### config.mk
export PLATFORM = sky130hd
export DESIGN_NAME = packet_enqueue_top
export DESIGN_NICKNAME = d
export VERILOG_FILES = /design/src/rtl/pkt_bus_pkg.sv /design/src/rtl/pkt_buf_pkg.sv /design/src/rtl/packet_enqueue_top.sv /design/src/rtl/packet_buffer_mem.sv /design/src/rtl/packet_enqueue.sv
export VERILOG_INCLUDE_DIRS = /design/src /design/src/include
export SDC_FILE = /design/constraint.sdc
export NUM_CORES = 2
export LEC_CHECK = 0
export BUFFER_PORTS_ARGS = -buffer_cell sky130_fd_sc_hd__buf_2
export CAP_MARGIN = 5
export CORE_MARGIN = 2
export CORE_UTILIZATION = 45
export CTS_CLUSTER_SIZE = 40
export DETAILED_ROUTE_END_ITERATION = 12
export PLACE_DENSITY = 0.6
export SLEW_MARGIN = 5
export SYNTH_ARGS = -nofsm -noshare
export SYNTH_HDL_FRONTEND = slang
export SYNTH_SLANG_ARGS = --single-unit
### constraint.sdc
create_clock -name clk -period 18.7 [get_ports clk]
set_clock_uncertainty 0.15 [all_clocks]
set_input_delay 1.87 -clock clk [delete_from_list [all_inputs] [get_ports clk]]
set_output_delay 1.87 -clock clk [all_outputs]
set_load 0.03 [all_outputs]
### src/include/pkt_macros.svh
`ifndef PKT_MACROS_SVH
`define PKT_MACROS_SVH

// ==========================================================================
// Packet buffer sizing
// ==========================================================================

// Bytes carried by one stream word and stored in one buffer word
`define PKT_WORD_BYTES 4

// Buffer depth in words, a power of two so the pointers wrap cleanly
`define PKT_BUF_WORDS 64

// ==========================================================================
// Legal packet sizes in bytes
// ==========================================================================

`define PKT_MIN_BYTES 8
`define PKT_MAX_BYTES 64

`endif
### src/rtl/pkt_bus_pkg.sv
`include "pkt_macros.svh"

package pkt_bus_pkg;

    // One word of packet payload
    typedef logic [`PKT_WORD_BYTES*8-1:0] pkt_data_t;

    // Valid bytes in the last word, zero means the word is full
    typedef logic [$clog2(`PKT_WORD_BYTES)-1:0] pkt_mty_t;

    // Per-packet metadata, carried on the eop word
    typedef logic [15:0] pkt_meta_t;

    // One beat of the incoming stream
    // err and meta only count on the eop word
    typedef struct packed {
        pkt_data_t data;
        logic      eop;
        pkt_mty_t  mty;
        logic      err;
        pkt_meta_t meta;
    } pkt_word_t;

endpackage

### src/rtl/pkt_buf_pkg.sv
`include "pkt_macros.svh"

package pkt_buf_pkg;

    // Word address into the buffer, plus a pointer form with an extra wrap bit
    typedef logic [$clog2(`PKT_BUF_WORDS)-1:0] buf_addr_t;
    typedef logic [$clog2(`PKT_BUF_WORDS):0]   buf_ptr_t;

    // Packet length in bytes
    typedef logic [10:0] pkt_len_t;

    typedef struct packed {
        buf_addr_t             addr;
        pkt_len_t              len;
        pkt_bus_pkg::pkt_meta_t meta;
    } pkt_desc_t;

    typedef enum logic [1:0] {
        DROP_ERR,
        DROP_SHORT,
        DROP_LONG,
        DROP_OVFL
    } drop_reason_t;

endpackage

### src/rtl/packet_enqueue_top.sv
`timescale 1ns/1ps

module packet_enqueue_top (
    input  logic                      clk,
    input  logic                      rst,
    input  logic                      in_valid,
    input  pkt_bus_pkg::pkt_word_t    in_word,
    input  pkt_buf_pkg::buf_ptr_t     head_ptr,
    input  pkt_buf_pkg::buf_addr_t    rd_addr,
    output pkt_bus_pkg::pkt_data_t    rd_data,
    output logic                      desc_valid,
    output pkt_buf_pkg::pkt_desc_t    desc,
    output logic                      drop_valid,
    output pkt_buf_pkg::drop_reason_t drop_reason,
    output pkt_buf_pkg::buf_ptr_t     tail_ptr
);
    import pkt_bus_pkg::*;
    import pkt_buf_pkg::*;

    // Enqueue to buffer write port
    logic      wr_en;
    buf_addr_t wr_addr;
    pkt_data_t wr_data;

    packet_enqueue u_enqueue (
        .clk         (clk),
        .rst         (rst),
        .in_valid    (in_valid),
        .in_word     (in_word),
        .head_ptr    (head_ptr),
        .wr_en       (wr_en),
        .wr_addr     (wr_addr),
        .wr_data     (wr_data),
        .desc_valid  (desc_valid),
        .desc        (desc),
        .drop_valid  (drop_valid),
        .drop_reason (drop_reason),
        .tail_ptr    (tail_ptr)
    );

    packet_buffer_mem u_buffer (
        .clk     (clk),
        .wr_en   (wr_en),
        .wr_addr (wr_addr),
        .wr_data (wr_data),
        .rd_addr (rd_addr),
        .rd_data (rd_data)
    );

endmodule

### src/rtl/packet_buffer_mem.sv
`timescale 1ns/1ps
`include "pkt_macros.svh"

module packet_buffer_mem (
    input  logic                   clk,
    input  logic                   wr_en,
    input  pkt_buf_pkg::buf_addr_t wr_addr,
    input  pkt_bus_pkg::pkt_data_t wr_data,
    input  pkt_buf_pkg::buf_addr_t rd_addr,
    output pkt_bus_pkg::pkt_data_t rd_data
);
    import pkt_bus_pkg::*;

    // ======================================================================
    // Storage
    // ======================================================================

    pkt_data_t mem [`PKT_BUF_WORDS];

    // Write port, one word per cycle
    always_ff @(posedge clk) begin
        if (wr_en) begin
            mem[wr_addr] <= wr_data;
        end
    end

    // Registered read, data one cycle after the address
    always_ff @(posedge clk) begin
        rd_data <= mem[rd_addr];
    end

endmodule

### src/rtl/packet_enqueue.sv
`timescale 1ns/1ps
`include "pkt_macros.svh"

module packet_enqueue (
    input  logic                      clk,
    input  logic                      rst,
    input  logic                      in_valid,
    input  pkt_bus_pkg::pkt_word_t    in_word,
    input  pkt_buf_pkg::buf_ptr_t     head_ptr,
    output logic                      wr_en,
    output pkt_buf_pkg::buf_addr_t    wr_addr,
    output pkt_bus_pkg::pkt_data_t    wr_data,
    output logic                      desc_valid,
    output pkt_buf_pkg::pkt_desc_t    desc,
    output logic                      drop_valid,
    output pkt_buf_pkg::drop_reason_t drop_reason,
    output pkt_buf_pkg::buf_ptr_t     tail_ptr
);
    import pkt_buf_pkg::*;

    typedef enum logic [1:0] {
        ST_IDLE,
        ST_RECV,
        ST_DISCARD
    } state_t;

    state_t   state;

    // Running write pointer and space snapshot for the packet in flight
    buf_ptr_t wr_ptr;
    buf_ptr_t free_words;

    // Byte count holds once the packet is too long
    pkt_len_t byte_cnt;
    logic     long_seen;
    logic     ovfl_seen;

    // Per-word evaluation
    buf_ptr_t     free_now;
    buf_ptr_t     cur_ptr;
    buf_ptr_t     cur_free;
    pkt_len_t     cur_bytes;
    pkt_len_t     cur_len;
    logic         cur_long;
    logic         cur_short;
    logic         cur_ovfl;
    logic         keep;
    drop_reason_t reason;

    // ======================================================================
    // Word checks
    // ======================================================================

    assign free_now = buf_ptr_t'(`PKT_BUF_WORDS) - (tail_ptr - head_ptr);

    always_comb begin
        // First word of a packet lands at the committed tail
        cur_ptr  = (state == ST_IDLE) ? tail_ptr : wr_ptr;
        cur_free = (state == ST_IDLE) ? free_now : free_words;

        if (in_word.eop && (in_word.mty != '0)) begin
            cur_bytes = pkt_len_t'(in_word.mty);
        end else begin
            cur_bytes = pkt_len_t'(`PKT_WORD_BYTES);
        end
        cur_len = byte_cnt + cur_bytes;

        cur_long  = long_seen || (cur_len > pkt_len_t'(`PKT_MAX_BYTES));
        cur_short = cur_len < pkt_len_t'(`PKT_MIN_BYTES);

        // Word offset reaching the free count means the packet cannot fit
        cur_ovfl = ovfl_seen ||
                   ((state != ST_DISCARD) && ((cur_ptr - tail_ptr) >= cur_free));

        keep = !in_word.err && !cur_long && !cur_short && !cur_ovfl;

        if (in_word.err) begin
            reason = DROP_ERR;
        end else if (cur_long) begin
            reason = DROP_LONG;
        end else if (cur_short) begin
            reason = DROP_SHORT;
        end else begin
            reason = DROP_OVFL;
        end
    end

    // Each word is written on the edge that takes it
    assign wr_en   = in_valid && !cur_long && !cur_ovfl;
    assign wr_addr = buf_addr_t'(cur_ptr);
    assign wr_data = in_word.data;

    // ======================================================================
    // Packet state and tail pointer
    // ======================================================================

    always_ff @(posedge clk) begin
        if (rst) begin
            state      <= ST_IDLE;
            tail_ptr   <= '0;
            byte_cnt   <= '0;
            long_seen  <= 1'b0;
            ovfl_seen  <= 1'b0;
            desc_valid <= 1'b0;
            drop_valid <= 1'b0;
        end else begin
            desc_valid <= 1'b0;
            drop_valid <= 1'b0;
            if (in_valid) begin
                if (in_word.eop) begin
                    state     <= ST_IDLE;
                    byte_cnt  <= '0;
                    long_seen <= 1'b0;
                    ovfl_seen <= 1'b0;
                    if (keep) begin
                        // Commit moves the tail past the last word written
                        desc_valid <= 1'b1;
                        tail_ptr   <= cur_ptr + buf_ptr_t'(1);
                    end else begin
                        drop_valid <= 1'b1;
                    end
                end else begin
                    if (cur_long || cur_ovfl) begin
                        state <= ST_DISCARD;
                    end else begin
                        state <= ST_RECV;
                    end
                    if (!cur_long) begin
                        byte_cnt <= cur_len;
                    end
                    long_seen <= cur_long;
                    ovfl_seen <= cur_ovfl;
                end
            end
        end
    end

    // Payload registers only matter while a packet is in flight or on a pulse
    always_ff @(posedge clk) begin
        if (wr_en) begin
            wr_ptr <= cur_ptr + buf_ptr_t'(1);
        end
        if (in_valid && (state == ST_IDLE)) begin
            free_words <= free_now;
        end
        if (in_valid && in_word.eop) begin
            desc.addr   <= buf_addr_t'(tail_ptr);
            desc.len    <= cur_len;
            desc.meta   <= in_word.meta;
            drop_reason <= reason;
        end
    end

endmodule

==> results_dict.tcl <==
set metrics [dict create \
    clock_insertion_delay_worst_skew_ns 0.84 \
    avgRoutedWirePerCell_um 32.8 \
    outcome "completed" \
    die-height_um 432 \
    post_synth_instance_area_sq_mm 0.0823 \
    dr_total_vias 38300 \
    synth_simple_gate_area_share_pct 1.27 \
    drcViolationCount 0 \
    horizontal_die_dimension_um 432 \
    timing.critical_path.slowest_stage_cell "sky130_fd_sc_hd__nor4_2" \
    vdd_drop_max_uv 82.7 \
    post_synth_xor_area_fraction_pct 0.266 \
    synth_top_cell_area_share_pct 76.6 \
    synth.area.top_cells "sky130_fd_sc_hd__edfxtp_1 (77%), sky130_fd_sc_hd__mux4_2 (17%), sky130_fd_sc_hd__dfxtp_1 (1.4%), sky130_fd_sc_hd__a22oi_1 (0.54%), sky130_fd_sc_hd__clkbuf_1 (0.43%)" \
    cts_inserted_buffers 214 \
    post-dp-hpwl_um 118000 \
    floorplan.die_area_sq_mm 0.186 \
    most_area_hungry_cell_type_in_the_yosys_netlist "sky130_fd_sc_hd__edfxtp_1" \
    timing.hold.worst.class "register to register" \
    first_global_vias 37800 \
    core.rowCount 156 \
    synth_edf_count 2097 \
    grt_overflow_total 0 \
    post_cts_gate_resize_count 0 \
    clock_tree.htree_level_count 4 \
    top_level_ports 144 \
    buffer_ports.inserted 143 \
    final-hold-violation-count 0 \
    nets 3821 \
    slew_violations 0 \
    post-route-min-period_ns 7.12 \
    initialDrtViolationCount 4929 \
    grt_setup_unrepaired "false" \
    grt_start_max_net_pins 99 \
    ant_nets 0 \
    cp_cell_sequence "nor2_2 > buf_4 > mux2i_1 > inv_1 > ha_1 > a21oi_1 > xnor2_1 > ha_1 > a21o_1 > a2111oi_0 > o21ai_0 > a221oi_4 > nand2_4 > nor4_2 > buf_4" \
    tightestPinTransition_ns 1.27 \
    fillCellCount 14000 \
    muxShareOfSynthArea_pct 17.7 \
    final-setup-viol-count 0 \
    worstPathArrival_ns 7.46 \
    synth_warnings 0 \
    floorplan.initialDensity_pct 45.4 \
    worst_ep_required_time_ns 19.04 \
    drive_above_1_share_pct 32.3 \
    synth.ff_latch_count 2153 \
    cts_root_buf "sky130_fd_sc_hd__clkbuf_16" \
    cpPeakStageDelay_ns 1.07 \
    clock_buffer_depth 3 \
    setup.worst_path.start_class "register" \
    number_of_antenna_violations_at_the_first_check_in_global_routing 16 \
    leading_cell_types_in_the_layout_fill_and_taps_excluded "sky130_fd_sc_hd__edfxtp_1 (2,097), sky130_fd_sc_hd__mux4_2 (637), sky130_fd_sc_hd__clkbuf_16 (216)" \
    setup_total_negative_slack_ns 0 \
    syn_to_final_growth_pct 13.3 \
    max_clock_freq_ghz 0.141 \
    gp_congestion 0.822 \
    grt_first_pass_wirelength_um 292000 \
    dominant_combinational_cell_family_by_area_after_synthesis "multiplexers" \
    worstPathMaxFanout 33 \
    synthAdderAreaFrac_pct 0.499 \
    postRouteWirelength_um 206000 \
    cts-hold-fix-buffers 0 \
    drt-pass1-iter-count 5 \
    power.leakage_uw 0.0290 \
    final.period_utilization_pct 38.1 \
    ys_dominant_reg_cell "sky130_fd_sc_hd__edfxtp_1" \
    synth-compound-area-share_pct 1.28 \
    worstSetupPathType "register to register" \
    tritoncts_clock_tree "yes" \
    synthCells 3431 \
    clkSinkCount 2153 \
    max-slew-margin-rel_pct 15.0 \
    synth-seq-area-share_pct 77.9 \
    max_cap_viols 0 \
    power_density_mw_per_mm2 113 \
    track_usage_pct 22.2 \
    avgSynthCellArea_sq_um 24.0 \
    vias_per_cell 6.10 \
    postCtsSetupRepairBufs 0 \
    layout.cells.most_common "sky130_fd_sc_hd__edfxtp_1" \
    core-area_sq_mm 0.181 \
    syn_nets 3530 \
    endpoint_kind "register" \
    clk_transition_reported_paths_ns 0.06 \
    finalPower_uw 10600 \
    async_reset_ff_share_pct 0 \
    synth_cell_types 59 \
]
==> cell families after synthesis <==
group,after synthesis
adders and majority gates,31
xor gates and xnor gates,25
and+or+nand+nor,215
DFF,2153
AOI/OAI and AO/OA,144
buffers and inverters,203
muxes,660
==> power breakdown <==
part	internal, uW	switching, uW
Combinational	310	677
Sequential	5470	43.1
Clock	2280	1790
==> worst max-delay path, delay by kind of cell (launching register included) <==
family,cells,cell delay (ns)
fa+ha+maj,2,0.69
buf+inv,3,1.17
compound gates,5,1.63
simple gates,3,1.75
mux,1,0.78
xor+xnor,1,0.17
flops,1,0.40
==> synth_stat cells (all sizes together) (2+ instances only) <==
cell        n
mux4      637
nand2      55
fa          3
nand2b      7
a211oi      6
inv        27
nor3       32
o31ai       8
a22oi      59
clkbuf     95
o41ai       2
a21oi      25
mux2        7
mux2i      16
a32o        4
o21ai      10
o2111ai     2
and4        2
a31oi       4
and3        3
edfxtp   2097
a21o        8
xor2        7
dfxtp      56
nand4       9
nor2b       5
and2        8
ha         28
o22ai       4
or3         4
o211ai      2
nand3      14
nor2       60
buf        80
xnor2      18
nor4       12
o21bai      2
nor3b       2
==> path summary, 6_finish.rpt <==
check                             start                    end  slack (ns)  cells past startpoint
hold / removal    u_enqueue.byte_cnt[2]  u_enqueue.byte_cnt[2]        0.33                      1
hold reg to reg   u_enqueue.byte_cnt[2]  u_enqueue.byte_cnt[2]        0.33                      1
setup / recovery     u_enqueue.state[1]   u_buffer.mem[24][16]       11.58                     15
setup reg to reg     u_enqueue.state[1]   u_buffer.mem[24][16]       11.58                     15
==> sequential cells by signal (all words and copies together), names as in the netlist <==
signal	flops
u_enqueue.long_seen	1
u_buffer.mem	2048
u_enqueue.tail_ptr	7
u_enqueue.drop_reason	2
u_enqueue.byte_cnt	11
u_enqueue.drop_valid	1
u_enqueue.desc	33
u_enqueue.ovfl_seen	1
u_buffer.rd_data	32
u_enqueue.desc_valid	1
u_enqueue.free_words	7
u_enqueue.state	2
u_enqueue.wr_ptr	7
==> layout make-up <==
| type | count | area [sq um] | area share, % |
|---|---|---|---|
| diodes | 1 | 2.50 | 0.00268 |
| clock buffers | 286 | 5780 | 6.20 |
| clock inverters | 104 | 825 | 0.884 |
| inverters | 28 | 105 | 0.113 |
| multi-input cells | 1075 | 17800 | 19.1 |
| flip-flops and latches | 2153 | 64100 | 68.8 |
| well taps | 2370 | 2970 | 3.18 |
| repair buffers | 250 | 1670 | 1.79 |
==> metal layers <==
layer / GRT usage, % / vias to the layer above / wire length, um
met5: 0 / - / 16
met4: 4.73 / 2 / 3660
met3: 3.89 / 234 / 16000
met2: 34.5 / 1659 / 98000
met1: 33.4 / 20900 / 87900
li1: - / 15400 / -
==> metrics by stage <==
step / hold WS (ns) / util, % / worst slack [ns] / cell area, sq um / instances
floorplan: 0.298 / - / 10.04 / 82300 / 3431
global placement: 0.308 / 47.8 / 11.03 / 86600 / 5874
detailed placement: 0.314 / 47.8 / 11.11 / 86600 / 5875
CTS: 0.327 / 51.5 / 11.62 / 93200 / 6265
global route: 0.355 / 51.5 / 11.25 / 93200 / 6266
finish: 0.333 / 51.5 / 11.58 / 93200 / 6267
Power figures use the tool's default switching activity.
